**src/alu_macros.svh**
```systemverilog
`ifndef ALU_MACROS_SVH
`define ALU_MACROS_SVH

// Operand width in bits
`define ALU_WIDTH 8

// Opcode field width
`define ALU_OPCODE_WIDTH 4

// Step counter must reach ALU_WIDTH
`define ALU_COUNT_WIDTH 4

`endif
```
**src/alu_ctrl_pkg.sv**
```systemverilog
`default_nettype none

`include "alu_macros.svh"

package alu_ctrl_pkg;

    // Opcodes 4 to 8 and 13 to 15 are unsupported
    typedef enum logic [`ALU_OPCODE_WIDTH-1:0] {
        OP_ADD = 4'd0,
        OP_SUB = 4'd1,
        OP_MUL = 4'd2,
        OP_DIV = 4'd3,
        OP_AND = 4'd9,
        OP_OR  = 4'd10,
        OP_XOR = 4'd11,
        OP_NOT = 4'd12
    } alu_op_e;

    // Bit-serial adder/subtractor
    typedef enum logic [1:0] {
        AS_IDLE,
        AS_RUN,
        AS_DONE
    } addsub_state_e;

    // Multiplier/divider
    typedef enum logic [1:0] {
        MD_IDLE,
        MD_MUL_RUN,
        MD_DIV_RUN,
        MD_DONE
    } muldiv_state_e;

endpackage

`default_nettype wire

```
**src/alu_types_pkg.sv**
```systemverilog
`default_nettype none

`include "alu_macros.svh"

package alu_types_pkg;

    // One operand, or one half of a result
    typedef logic [`ALU_WIDTH-1:0] word_t;

    // Full width product or quotient/remainder pair
    typedef logic [2*`ALU_WIDTH-1:0] dword_t;

    // Bit position counter for the multi-cycle units
    typedef logic [`ALU_COUNT_WIDTH-1:0] count_t;

endpackage

`default_nettype wire

```
**src/seq_alu.sv**
```systemverilog
`default_nettype none

module seq_alu
    import alu_types_pkg::*;
    import alu_ctrl_pkg::*;
(
    input  logic    clk,
    input  logic    reset,
    input  logic    start,
    input  alu_op_e opcode,
    input  word_t   in1,
    input  word_t   in2,
    output word_t   out_high,
    output word_t   out_low,
    output logic    flag,
    output logic    done
);

    word_t op_a;
    word_t op_b;
    logic  addsub_go;
    logic  sub_sel;
    logic  muldiv_go;
    logic  div_sel;
    logic  logic_valid;
    word_t logic_word;
    logic  addsub_done;
    word_t addsub_word;
    logic  addsub_flag;
    logic  muldiv_done;
    word_t res_high;
    word_t res_low;

    alu_decode i_decode (
        .clk         (clk),
        .reset       (reset),
        .start       (start),
        .opcode      (opcode),
        .in1         (in1),
        .in2         (in2),
        .addsub_done (addsub_done),
        .muldiv_done (muldiv_done),
        .op_a        (op_a),
        .op_b        (op_b),
        .addsub_go   (addsub_go),
        .sub_sel     (sub_sel),
        .muldiv_go   (muldiv_go),
        .div_sel     (div_sel),
        .logic_valid (logic_valid),
        .logic_word  (logic_word)
    );

    serial_addsub i_addsub (
        .clk         (clk),
        .reset       (reset),
        .addsub_go   (addsub_go),
        .sub_sel     (sub_sel),
        .op_a        (op_a),
        .op_b        (op_b),
        .addsub_done (addsub_done),
        .addsub_word (addsub_word),
        .addsub_flag (addsub_flag)
    );

    muldiv_unit i_muldiv (
        .clk         (clk),
        .reset       (reset),
        .muldiv_go   (muldiv_go),
        .div_sel     (div_sel),
        .op_a        (op_a),
        .op_b        (op_b),
        .muldiv_done (muldiv_done),
        .res_high    (res_high),
        .res_low     (res_low)
    );

    alu_result i_result (
        .clk         (clk),
        .reset       (reset),
        .addsub_done (addsub_done),
        .addsub_word (addsub_word),
        .addsub_flag (addsub_flag),
        .muldiv_done (muldiv_done),
        .res_high    (res_high),
        .res_low     (res_low),
        .logic_valid (logic_valid),
        .logic_word  (logic_word),
        .out_high    (out_high),
        .out_low     (out_low),
        .flag        (flag),
        .done        (done)
    );

endmodule

`default_nettype wire

```
**src/alu_result.sv**
```systemverilog
`default_nettype none

module alu_result
    import alu_types_pkg::*;
(
    input  logic  clk,
    input  logic  reset,
    input  logic  addsub_done,
    input  word_t addsub_word,
    input  logic  addsub_flag,
    input  logic  muldiv_done,
    input  word_t res_high,
    input  word_t res_low,
    input  logic  logic_valid,
    input  word_t logic_word,
    output word_t out_high,
    output word_t out_low,
    output logic  flag,
    output logic  done
);

    // Only one unit runs at a time, so at most one strobe is high
    always_ff @(posedge clk or posedge reset) begin
        if (reset) begin
            out_high <= '0;
            out_low  <= '0;
            flag     <= 1'b0;
            done     <= 1'b0;
        end else begin
            done <= addsub_done | muldiv_done | logic_valid;
            if (addsub_done) begin
                out_high <= '0;
                out_low  <= addsub_word;
                flag     <= addsub_flag;
            end else if (muldiv_done) begin
                out_high <= res_high;
                out_low  <= res_low;
                flag     <= 1'b0;
            end else if (logic_valid) begin
                out_high <= '0;
                out_low  <= logic_word;
                flag     <= 1'b0;
            end
        end
    end

endmodule

`default_nettype wire

```
**src/muldiv_unit.sv**
```systemverilog
`default_nettype none

`include "alu_macros.svh"

module muldiv_unit
    import alu_types_pkg::*;
    import alu_ctrl_pkg::*;
(
    input  logic  clk,
    input  logic  reset,
    input  logic  muldiv_go,
    input  logic  div_sel,
    input  word_t op_a,
    input  word_t op_b,
    output logic  muldiv_done,
    output word_t res_high,
    output word_t res_low
);

    localparam count_t LAST_STEP = count_t'(`ALU_WIDTH - 1);

    muldiv_state_e state;
    count_t        count;

    // Product, or quotient in the upper half and remainder in the lower
    dword_t acc;

    word_t              b_bits;
    dword_t             partial;
    word_t              a_bits;
    logic [`ALU_WIDTH:0] rem_shift;
    logic [`ALU_WIDTH:0] rem_diff;
    logic               no_borrow;

    always_comb begin
        // Multiplier bit and shifted multiplicand for this step
        b_bits  = op_b >> count;
        partial = dword_t'(op_a) << count;

        // Dividend bits are taken MSB first
        a_bits    = op_a >> (LAST_STEP - count);
        rem_shift = {acc[`ALU_WIDTH-1:0], a_bits[0]};
        rem_diff  = rem_shift - {1'b0, op_b};
        no_borrow = ~rem_diff[`ALU_WIDTH];
    end

    always_ff @(posedge clk or posedge reset) begin
        if (reset) begin
            state <= MD_IDLE;
            count <= '0;
        end else begin
            case (state)
                MD_IDLE: begin
                    if (muldiv_go) begin
                        count <= '0;
                        state <= div_sel ? MD_DIV_RUN : MD_MUL_RUN;
                    end
                end
                MD_MUL_RUN, MD_DIV_RUN: begin
                    count <= count + count_t'(1);
                    if (count == LAST_STEP) begin
                        state <= MD_DONE;
                    end
                end
                default: begin
                    state <= MD_IDLE;
                end
            endcase
        end
    end

    always_ff @(posedge clk) begin
        case (state)
            MD_IDLE: begin
                if (muldiv_go) begin
                    acc <= '0;
                end
            end
            MD_MUL_RUN: begin
                if (b_bits[0]) begin
                    acc <= acc + partial;
                end
            end
            MD_DIV_RUN: begin
                // Restore by keeping the shifted remainder when the subtract borrows
                if (no_borrow) begin
                    acc <= {acc[2*`ALU_WIDTH-2:`ALU_WIDTH], 1'b1, rem_diff[`ALU_WIDTH-1:0]};
                end else begin
                    acc <= {acc[2*`ALU_WIDTH-2:`ALU_WIDTH], 1'b0, rem_shift[`ALU_WIDTH-1:0]};
                end
            end
            default: begin
                acc <= acc;
            end
        endcase
    end

    assign muldiv_done = (state == MD_DONE);
    assign res_high    = acc[2*`ALU_WIDTH-1:`ALU_WIDTH];
    assign res_low     = acc[`ALU_WIDTH-1:0];

endmodule

`default_nettype wire

```
**src/serial_addsub.sv**
```systemverilog
`default_nettype none

`include "alu_macros.svh"

module serial_addsub
    import alu_types_pkg::*;
    import alu_ctrl_pkg::*;
(
    input  logic  clk,
    input  logic  reset,
    input  logic  addsub_go,
    input  logic  sub_sel,
    input  word_t op_a,
    input  word_t op_b,
    output logic  addsub_done,
    output word_t addsub_word,
    output logic  addsub_flag
);

    localparam count_t LAST_BIT = count_t'(`ALU_WIDTH - 1);

    addsub_state_e state;
    count_t        count;
    logic          carry;
    word_t         sum_reg;
    word_t         a_bits;
    word_t         b_bits;
    logic          a_bit;
    logic          b_bit;
    logic          sum_bit;
    logic          carry_next;

    // One full adder or full subtractor cell, shared across bits
    always_comb begin
        a_bits  = op_a >> count;
        b_bits  = op_b >> count;
        a_bit   = a_bits[0];
        b_bit   = b_bits[0];
        sum_bit = a_bit ^ b_bit ^ carry;
        if (sub_sel) begin
            // Borrow out of a - b - borrow_in
            carry_next = (~a_bit & b_bit) | (~(a_bit ^ b_bit) & carry);
        end else begin
            carry_next = (a_bit & b_bit) | ((a_bit ^ b_bit) & carry);
        end
    end

    always_ff @(posedge clk or posedge reset) begin
        if (reset) begin
            state <= AS_IDLE;
            count <= '0;
            carry <= 1'b0;
        end else begin
            case (state)
                AS_IDLE: begin
                    if (addsub_go) begin
                        count <= '0;
                        carry <= 1'b0;
                        state <= AS_RUN;
                    end
                end
                AS_RUN: begin
                    carry <= carry_next;
                    count <= count + count_t'(1);
                    if (count == LAST_BIT) begin
                        state <= AS_DONE;
                    end
                end
                default: begin
                    state <= AS_IDLE;
                end
            endcase
        end
    end

    // LSB first, so after the last step bit 0 sits at the bottom
    always_ff @(posedge clk) begin
        if (state == AS_RUN) begin
            sum_reg <= {sum_bit, sum_reg[`ALU_WIDTH-1:1]};
        end
    end

    assign addsub_done = (state == AS_DONE);
    assign addsub_word = sum_reg;
    assign addsub_flag = carry;

endmodule

`default_nettype wire

```
**src/alu_decode.sv**
```systemverilog
`default_nettype none

module alu_decode
    import alu_types_pkg::*;
    import alu_ctrl_pkg::*;
(
    input  logic    clk,
    input  logic    reset,
    input  logic    start,
    input  alu_op_e opcode,
    input  word_t   in1,
    input  word_t   in2,
    input  logic    addsub_done,
    input  logic    muldiv_done,
    output word_t   op_a,
    output word_t   op_b,
    output logic    addsub_go,
    output logic    sub_sel,
    output logic    muldiv_go,
    output logic    div_sel,
    output logic    logic_valid,
    output word_t   logic_word
);

    logic  busy;
    logic  accept;
    logic  is_addsub;
    logic  is_muldiv;
    word_t logic_next;

    // Starts during an operation are dropped
    assign accept = start & ~busy;

    assign is_addsub = (opcode == OP_ADD) || (opcode == OP_SUB);
    assign is_muldiv = (opcode == OP_MUL) || (opcode == OP_DIV);

    // Unsupported opcodes fall through to zero
    always_comb begin
        case (opcode)
            OP_AND:  logic_next = in1 & in2;
            OP_OR:   logic_next = in1 | in2;
            OP_XOR:  logic_next = in1 ^ in2;
            OP_NOT:  logic_next = ~in1;
            default: logic_next = '0;
        endcase
    end

    always_ff @(posedge clk or posedge reset) begin
        if (reset) begin
            busy        <= 1'b0;
            addsub_go   <= 1'b0;
            muldiv_go   <= 1'b0;
            logic_valid <= 1'b0;
        end else begin
            addsub_go   <= accept & is_addsub;
            muldiv_go   <= accept & is_muldiv;
            logic_valid <= accept & ~is_addsub & ~is_muldiv;
            if (accept) begin
                busy <= 1'b1;
            end else if (addsub_done || muldiv_done || logic_valid) begin
                busy <= 1'b0;
            end
        end
    end

    // Operands and selects stay put until the next accepted start
    always_ff @(posedge clk) begin
        if (accept) begin
            op_a       <= in1;
            op_b       <= in2;
            sub_sel    <= (opcode == OP_SUB);
            div_sel    <= (opcode == OP_DIV);
            logic_word <= logic_next;
        end
    end

endmodule

`default_nettype wire

```
**config.mk**
```make
export PLATFORM = sky130hd
export DESIGN_NAME = seq_alu
export DESIGN_NICKNAME = d
export VERILOG_FILES = /design/src/alu_ctrl_pkg.sv /design/src/alu_types_pkg.sv /design/src/seq_alu.sv /design/src/alu_result.sv /design/src/muldiv_unit.sv /design/src/serial_addsub.sv /design/src/alu_decode.sv
export VERILOG_INCLUDE_DIRS = /design/src
export SDC_FILE = /design/constraint.sdc
export NUM_CORES = 1
export LEC_CHECK = 0
export ABC_AREA = 1
export BUFFER_PORTS_ARGS = -buffer_cell sky130_fd_sc_hd__buf_4
export CAP_MARGIN = 20
export CORE_ASPECT_RATIO = 1.5
export CORE_MARGIN = 2
export CORE_UTILIZATION = 37
export DETAILED_ROUTE_END_ITERATION = 8
export PLACE_DENSITY = 0.49
export SLEW_MARGIN = 20
export SYNTH_ARGS = -nofsm -noshare
export SYNTH_HDL_FRONTEND = slang
export SYNTH_HIERARCHICAL = 1
export SYNTH_SLANG_ARGS = --single-unit
```
**constraint.sdc**
```tcl
create_clock -name clk -period 3.1 [get_ports clk]
set_input_delay 0.155 -clock clk [delete_from_list [all_inputs] [get_ports clk]]
set_output_delay 0.155 -clock clk [all_outputs]
set_load 0.01 [all_outputs]
```
== Word-level counts from Yosys, hierarchy flattened ==
Index checks and enable logic that the tools add are counted.

* Flip-flop bits (word level): 85
* Input bits: 23
* Word-level logic and storage cells: 121

* $add $sub $neg: 5
* Equal/unequal tests: 19
* Shift-type cells: 5
* Mux-type cells: 30
* Bitwise gates (word level): 24
* Reductions and logical operators: 18

{| class="wikitable"
|+ Operators with widths
! kind !! number
|-
| 8-bit two-way mux || 6
|-
| 16-bit case mux with 3 select lines || 1
|-
| 16-bit two-way mux || 2
|-
| 8-bit case mux with 4 select lines || 1
|-
| 8-bit by 4-bit right shift with 1-bit output || 4
|-
| 16-bit adder || 1
|-
| 4-bit == test (second input constant) || 4
|-
| 4-bit case mux with 2 select lines || 2
|-
| 8-bit by 4-bit << shifter with 16-bit output || 1
|-
| 2-bit two-way mux || 5
|-
| 1-bit AND || 9
|-
| 9-bit two-way mux || 1
|-
| 9-bit by 8-bit subtractor with 9-bit output || 1
|-
| 4-bit by 1-bit adder with 4-bit output (second input constant) || 2
|-
| 8-bit AND || 1
|-
| 4-bit by 2-bit == test with 1-bit output (second input constant) || 2
|-
| 4-bit by 3-bit == test with 1-bit output (second input constant) || 2
|-
| 4-bit two-way mux || 2
|-
| 8-bit NOT || 1
|-
| 8-bit OR || 1
|-
| 2-bit case mux with 2 select lines || 2
|-
| 2-bit AND reduction || 4
|-
| 8-bit bitwise XOR || 1
|-
| 1-bit two-way mux || 7
|-
| 17 further kinds || 38
|}

== Depth between registers and ports, before layout ==
Gate-level depths: netlist of the first run.

* Depth after elaboration: 7
* Mapped depth: 22

== Modules after synthesis ==
Netlist of the first run, hierarchy kept.

{| class="wikitable"
|+ By module, submodules not included
! module !! instances !! cells an instance !! area each (sq um)
|-
| muldiv_unit || 1 || 410 || 2798.9
|-
| alu_decode || 1 || 170 || 1644.1
|-
| alu_result || 1 || 111 || 863.3
|-
| serial_addsub || 1 || 94 || 830.8
|}

== Least setup slack after synthesis of the first run ==
OpenSTA, ideal clock, no wires.

* Path type: flip-flop to flip-flop
* Start point: register i_muldiv.count[1]
* End point: register i_muldiv.acc[11] (data pin)
* Setup time: 0.259 ns
* Arrival: 2.555 ns
* Slack: 0.286 ns
* Stages on the path, launching flop included: 20
* Path buffers: 1
* Period minus slack after synthesis: 2.814 ns
* Cell sequence: dfrtp_1 inv_1 clkbuf_1 nand3_1 o21ai_0 inv_1 o21ai_0 nor2_1 ha_1 nand2_1 inv_1 nand3_1 o21ai_0 nand3_1 nand3_2 nand3_1 nand2_1 nand2_1 nand3_1 a21oi_1

* Cells in the longest elaborated chain, start to end: 4

{| class="wikitable"
|+ RTL lines
! element !! RTL line !! source
|-
| start, declared || muldiv_unit.sv:23 || <nowiki>count_t count;</nowiki>
|-
| start signal, assigned || muldiv_unit.sv:60 || <nowiki>count <= count + count_t'(1);</nowiki>
|-
| 8-bit by 4-bit << shifter with 16-bit output || muldiv_unit.sv:38 || <nowiki>partial = dword_t'(op_a) << count;</nowiki>
|-
| 16-bit adder || muldiv_unit.sv:81 || <nowiki>acc <= acc + partial;</nowiki>
|-
| 16-bit two-way mux || muldiv_unit.sv:80 || <nowiki>if (b_bits[0]) begin</nowiki>
|-
| 16-bit case mux with 3 select lines || muldiv_unit.sv:73 || <nowiki>case (state)</nowiki>
|-
| end signal, assigned || muldiv_unit.sv:81 ||
|-
| end signal, assigned || muldiv_unit.sv:87 || <nowiki>acc <= {acc[2*`ALU_WIDTH-2:`ALU_WIDTH], 1'b1, rem_diff[`ALU_WIDTH-1:0]};</nowiki>
|-
| end signal, assigned || muldiv_unit.sv:89 || <nowiki>acc <= {acc[2*`ALU_WIDTH-2:`ALU_WIDTH], 1'b0, rem_shift[`ALU_WIDTH-1:0]};</nowiki>
|-
| end, declared || muldiv_unit.sv:26 || <nowiki>dword_t acc;</nowiki>
|}

No other way between the ends. The select of a mux whose other input is x is not followed.
A chain may end at the register's enable or synchronous reset.

== Worst setup path in the final report of the first run ==
* Start point: register i_muldiv.count[0]
* End point: register i_muldiv.acc[11] (data pin)

The elaborated chain is that of the path after synthesis.

==> results of run 1 <==
==> critical path, stage by stage, from the launching register on <==
cell and delay [ns]:
dfrtp_2 0.45, buf_6 0.15, mux2i_2 0.27, nand2_1 0.07, nand2_1 0.10, nand2_1 0.08
o21ai_1 0.13, nor2_1 0.07, ha_1 0.34, nand2_1 0.09, inv_1 0.07, nand3_1 0.08
o21ai_2 0.17, nand3_1 0.13, nand3_2 0.11, nand3_1 0.10, nand2_1 0.08, nand2_1 0.05
nand3_1 0.06, a21oi_1 0.06
==> power breakdown <==
part	total, W	switching (W)	internal (W)	leakage (nW)
sequential	0.00216	0.000441	0.00172	0.936
clock	0.00107	0.000504	0.000570	0.147
combinational	0.00433	0.00268	0.00165	2.41
total	0.00757	0.00363	0.00394	3.50
==> area by class of cell <==
cell class | instances | area [sq um]
fill | 1614 | 9020
sequential | 85 | 2380
tap | 206 | 258
timing repair buffer | 66 | 513
inverter | 131 | 509
clock inverter | 7 | 73.8
multi-input combinational | 549 | 3210
clock buffer | 9 | 225
timing repair inverter | 1 | 5.00
==> flip-flops by register name (all words and copies together), names as in the netlist, 8 cells and up <==
register,count
i_addsub/addsub_word,8
i_result/out_high,8
i_result/out_low,8
i_decode/op_a,8
i_decode/logic_word,8
i_decode/op_b,8
i_muldiv/acc,16
==> final timing paths <==
kind | cells past startpoint | from | end
setup / recovery | 19 | i_muldiv/count[0]$_DFFE_PP0P_ | i_muldiv/acc[11]$_DFFE_PP_
hold / removal | 1 | in2[4] | i_decode/op_b[4]$_DFFE_PP_
setup reg to reg | 19 | i_muldiv/count[0]$_DFFE_PP0P_ | i_muldiv/acc[11]$_DFFE_PP_
hold reg to reg | 0 | i_addsub/addsub_word[2]$_DFFE_PP_ | i_addsub/addsub_word[1]$_DFFE_PP_
max in group asynchronous | 3 | reset | i_result/out_high[0]$_DFFE_PP0P_
min in group asynchronous | 3 | reset | i_decode/muldiv_go$_DFF_PP0_
==> layout by cell type, fill, tap and decap left out, types with 8 or more instances in the layout <==
cell,instances
clkinv_1,9
nand2_2,20
dfrtp_1,32
o21ai_0,16
o21ai_1,8
nand3_1,105
o22ai_1,8
buf_4,61
inv_1,112
nor2_1,29
edfxtp_1,50
nand3_2,12
ha_1,42
a21oi_1,44
clkbuf_16,9
nand2_1,193
==> cell families (layout without fill, tap and decap cells) <==
group | count (synthesis) | count (layout) | synth area share (%)
buffers and inverters | 151 | 214 | 10.4
XOR/XNOR | 7 | 7 | 1.12
AND/OR/NAND/NOR | 396 | 396 | 30.3
multiplexers | 1 | 1 | 0.163
AO/OA/AOI/OAI | 98 | 98 | 9.24
flip-flops | 85 | 85 | 38.7
adder cells (fa/ha/maj) | 47 | 47 | 10.1
==> per-layer routing <==
layer,global-route usage (%),up-vias,wire [um]
met3,2.09,25,474
li1,-,2695,-
met4,6.18,0,471
met5,0,-,0
met1,21.8,2551,6670
met2,38.4,110,9350
==> timing repair <==
| action | CTS | global route |
|---|---|---|
| resized for setup | 0 | 38 |
| setup buffers | 0 | 7 |
| hold buffers | 1 | 0 |
| endpoints found under the hold margin | 17 | 0 |
| endpoints found under the setup margin | 0 | 15 |
==> stage by stage <==
stage	setup TNS [ns]	std cells	utilization [%]	setup WS [ns]	area, sq um
after floorplan	0	785	-	0.286	6140
after global placement	0	1029	41.3	0.123	6690
after detailed placement	0	1029	41.3	0.0694	6690
after CTS	0	1046	43.3	0.0793	7000
after global routing	-0.0617	1054	44.3	-0.0357	7170
final	0	1054	44.3	0.190	7170
==> flow_summary.toml, run 1 <==
[run_status]
outcome = "finished, final reports clean"

[synthesis]
netlist_area_sq_um = 6140
ys_types = 45
synth_nets = 855
synthTopCellsByCount = "nand2_1 (197), inv_1 (114), nand3_1 (109), edfxtp_1 (50), a21oi_1 (45)"
synthMostInstantiatedCell = "nand2_1"
avgSynthCellArea_sq_um = 7.82
synthTopCellsByArea = "edfxtp_1 (24%), dfrtp_1 (14%), nand2_1 (12%)"
synth-async-reset-ratio_pct = 41.2
synth_cells = 785
yosys.area.top_type_share_pct = 24.5
synth-seq-cells = 85
yosys_warnings = 6
synth_largest_area_cell = "edfxtp_1"
synth_flop_cell = "edfxtp_1"
synth_edf_count = 50
seq_area_frac_synth_pct = 38.7

[global_routing]
grt.total_usage_pct = 19.8
first_global_vias = 5235
grt-ovfl-total = 0
grt_max_degree = 29
antenna_found_initial = 0
grt_pass1_wl_mm = 26.9

[cts]
cts_tree = "built"
worstSkewPairLatency_ns = 0.35
cts-root-buf = "clkbuf_16"
cts_buffers = 9
htree_levels = 3
clkSinkCount = 85
clk_pin_slew_worst_paths_ns = 0.07
clk_path_buf_depth = 2

[floorplan]
die_h_um = 162
dieWidth_um = 109
coreArea_sq_um = 16200
start_util_pct = 37.9
die-area_sq_um = 17700
io_pins = 41
num_rows = 57

[drt]
first_pass_iters = 4
num_vias = 5381
first_iter_violations = 244
wl_per_cell_um = 16.1
drt-total-wl_mm = 17.0
drtAntennaViolNets = 0
via_per_inst = 5.11
drc = 0

[setup_path]
cp_data_required_time_ns = 3.19
rrSetupSlack_ns = 0.19
start_kind = "flip-flop"
endpoint_kind = "flip-flop"
crit_type = "flip-flop to flip-flop"
arrival_ns = 3.00
worstPathMaxFanout = 6

[sta]
worst_pin_slew_ns = 0.717
whs_ns = 0.0131
setup-violations-final = 0
hold_violations = 0
slew_violations = 0
fin_crit_ns = 2.91
slew-limit-headroom_pct = 52.2
timing.final.crit_share_pct = 93.9
fmax_mhz = 344
fin_worst_skew_ns = 0.0121

[min_path]
min_path_type = "input pin to flip-flop"

[placed_design]
numPortBuffers = 40
gp_congestion = 0.899
dp_hpwl_mm = 13.6

[layout]
final_nets = 913
num_antenna_cells = 0
drive_above_1_share_pct = 18.8
syn_to_final_growth_pct = 16.9

[pwr]
p_total_w = 0.00757
ir_worst_vdd_uv = 407
leakage_nw = 3.50
p_per_area_nw_per_um2 = 1060

[run]
maxCapViolations = 0
(Power assumes the default switching activity.)
==> run 2, diff against run 1 <==
CORE_ASPECT_RATIO = default   (was 1.5)
==> flow_summary.toml, run 2 (synthesis results as in run 1) <==
[setup_path]
ff2ff_path_depth = 18
worstSetupStartpoint = "i_muldiv/count[1]$_DFFE_PP0P_"
arrival_ns = 3.00
r2r_start = "i_muldiv/count[1]$_DFFE_PP0P_"
endpoint = "i_muldiv/acc[5]$_DFFE_PP_"
r2r_end = "i_muldiv/acc[5]$_DFFE_PP_"
crit_type = "flip-flop to flip-flop"
start_kind = "flip-flop"
endpoint_kind = "flip-flop"
worstPathMaxFanout = 5
cp_data_required_time_ns = 3.20
rrSetupSlack_ns = 0.20

[layout]
num_antenna_cells = 0
top_register = "i_muldiv/acc"
layout_common_cells = "nand2_1 (196), inv_1 (113), nand3_1 (107)"
drive_above_1_share_pct = 17.1
regArea_sq_um = 2380
final_nets = 920
finalNonFillerCells = 1075
final_common_cell = "nand2_1"
multiInputGateArea_sq_um = 3170
syn_to_final_growth_pct = 17.7
n_fill_cell = 1690
largest_reg_flops = 16

[drt]
first_pass_iters = 5
drtAntennaViolNets = 0
drc = 0
via_per_inst = 5.02
wl_per_cell_um = 15.6
num_vias = 5396
drt-total-wl_mm = 16.8
first_iter_violations = 378

[min_path]
min_path_type = "input pin to flip-flop"
min_path_cells = 1

[global_routing]
grt.total_usage_pct = 19.5
first_global_vias = 5145
grt_pass1_wl_mm = 26.8
grt_max_degree = 29
antenna_found_initial = 0
grt-ovfl-total = 0

[placed_design]
numPortBuffers = 40
dp.cells = 1045
gp_congestion = 0.875
place_worst_setup_slack_ns = 0.0677
dp_hpwl_mm = 13.2

[floorplan]
num_rows = 47
die-area_sq_um = 17600
io_pins = 41
start_util_pct = 37.4
die_h_um = 133
dieWidth_um = 133
coreArea_sq_um = 16400

[cts]
cts-root-buf = "clkbuf_16"
htree_levels = 3
cts_buffers = 9
worstSkewPairLatency_ns = 0.35
clkSinkCount = 85
cts_tree = "built"
clk_pin_slew_worst_paths_ns = 0.06
clk_path_buf_depth = 2

[run_status]
outcome = "finished, final reports clean"

[sta]
whs_ns = 0.00905
layout_setup_ws_ns = 0.198
slew-limit-headroom_pct = 48.9
slew_violations = 0
fin_crit_ns = 2.90
worst_pin_slew_ns = 0.766
fmax_mhz = 345
timing.final.crit_share_pct = 93.6
setup-violations-final = 0
fin_worst_skew_ns = 0.00928
hold_violations = 0

[pwr]
p_total_w = 0.00755
ir_worst_vdd_uv = 356
leakage_nw = 3.52
p_per_area_nw_per_um2 = 1050

[run]
maxCapViolations = 0
run 2: per-stage QoR:
stage	cell area (sq um)	setup TNS (ns)	utilization, %
global route	7220	-0.0170	44.0
detailed placement	6730	0	41.0
global placement	6730	0	41.0
finish	7220	0	44.0
floorplan	6140	0	-
CTS	7100	0	43.3
run 2: worst max-delay path: stages (launching register included):
cell and delay [ns]:
dfrtp_1 0.43, clkinvlp_4 0.20, nand3_4 0.13, nand3_2 0.08, nand2_4 0.10, nand2_4 0.06
nand2_2 0.08, inv_1 0.06, fa_2 0.35, nor2_2 0.10, o21ai_1 0.08, nand2_2 0.09
nand2_1 0.07, o311ai_2 0.09, xor2_2 0.28, buf_4 0.19, nand3_1 0.08, o211ai_1 0.11
a21oi_1 0.09
run 2: what timing repair did:
action,CTS,global route
hold buffers,7,0
hold endpoints to repair,41,0
setup buffers,0,5
resized for setup,0,22
setup endpoints to repair,0,16
run 2: report_power, final:
group / internal [W] / leakage, nW / switching [W] / total, W
Clock: 0.000650 / 0.150 / 0.000466 / 0.00112
Sequential: 0.00172 / 0.939 / 0.000434 / 0.00216
Combinational: 0.00162 / 2.43 / 0.00265 / 0.00428
run 2: per-layer routing:
layer	wire length, um	part of all wire [%]	vias to the layer above	GRT usage (%)
li1	-	-	2708	-
met1	8050	48	2524	26.6
met3	650	3.9	24	2.53
met5	0	0	-	0
met2	7580	45	140	30.9
met4	522	3.1	0	8.72
run 2: how the worst min path moves through the flow:
| stage | start | end |
|---|---|---|
| finish | in1[6] | i_decode/op_a[6]$_DFFE_PP_ |
| global route | in2[5] | i_decode/op_b[5]$_DFFE_PP_ |
| CTS | in1[6] | i_decode/op_a[6]$_DFFE_PP_ |
| detailed placement | reset | i_decode/muldiv_go$_DFF_PP0_ |
| global placement | reset | i_decode/addsub_go$_DFF_PP0_ |
| floorplan | reset | i_decode/addsub_go$_DFF_PP0_ |
run 2: cell type report:
cell class	count	area share, %
clock buffer	11	3.36
tap	220	3.81
timing repair inverter	1	0.104
timing repair buffer	73	8.01
clock inverter	5	0.814
inverter	131	7.00
sequential	85	32.9
multi-input combinational	549	44.0
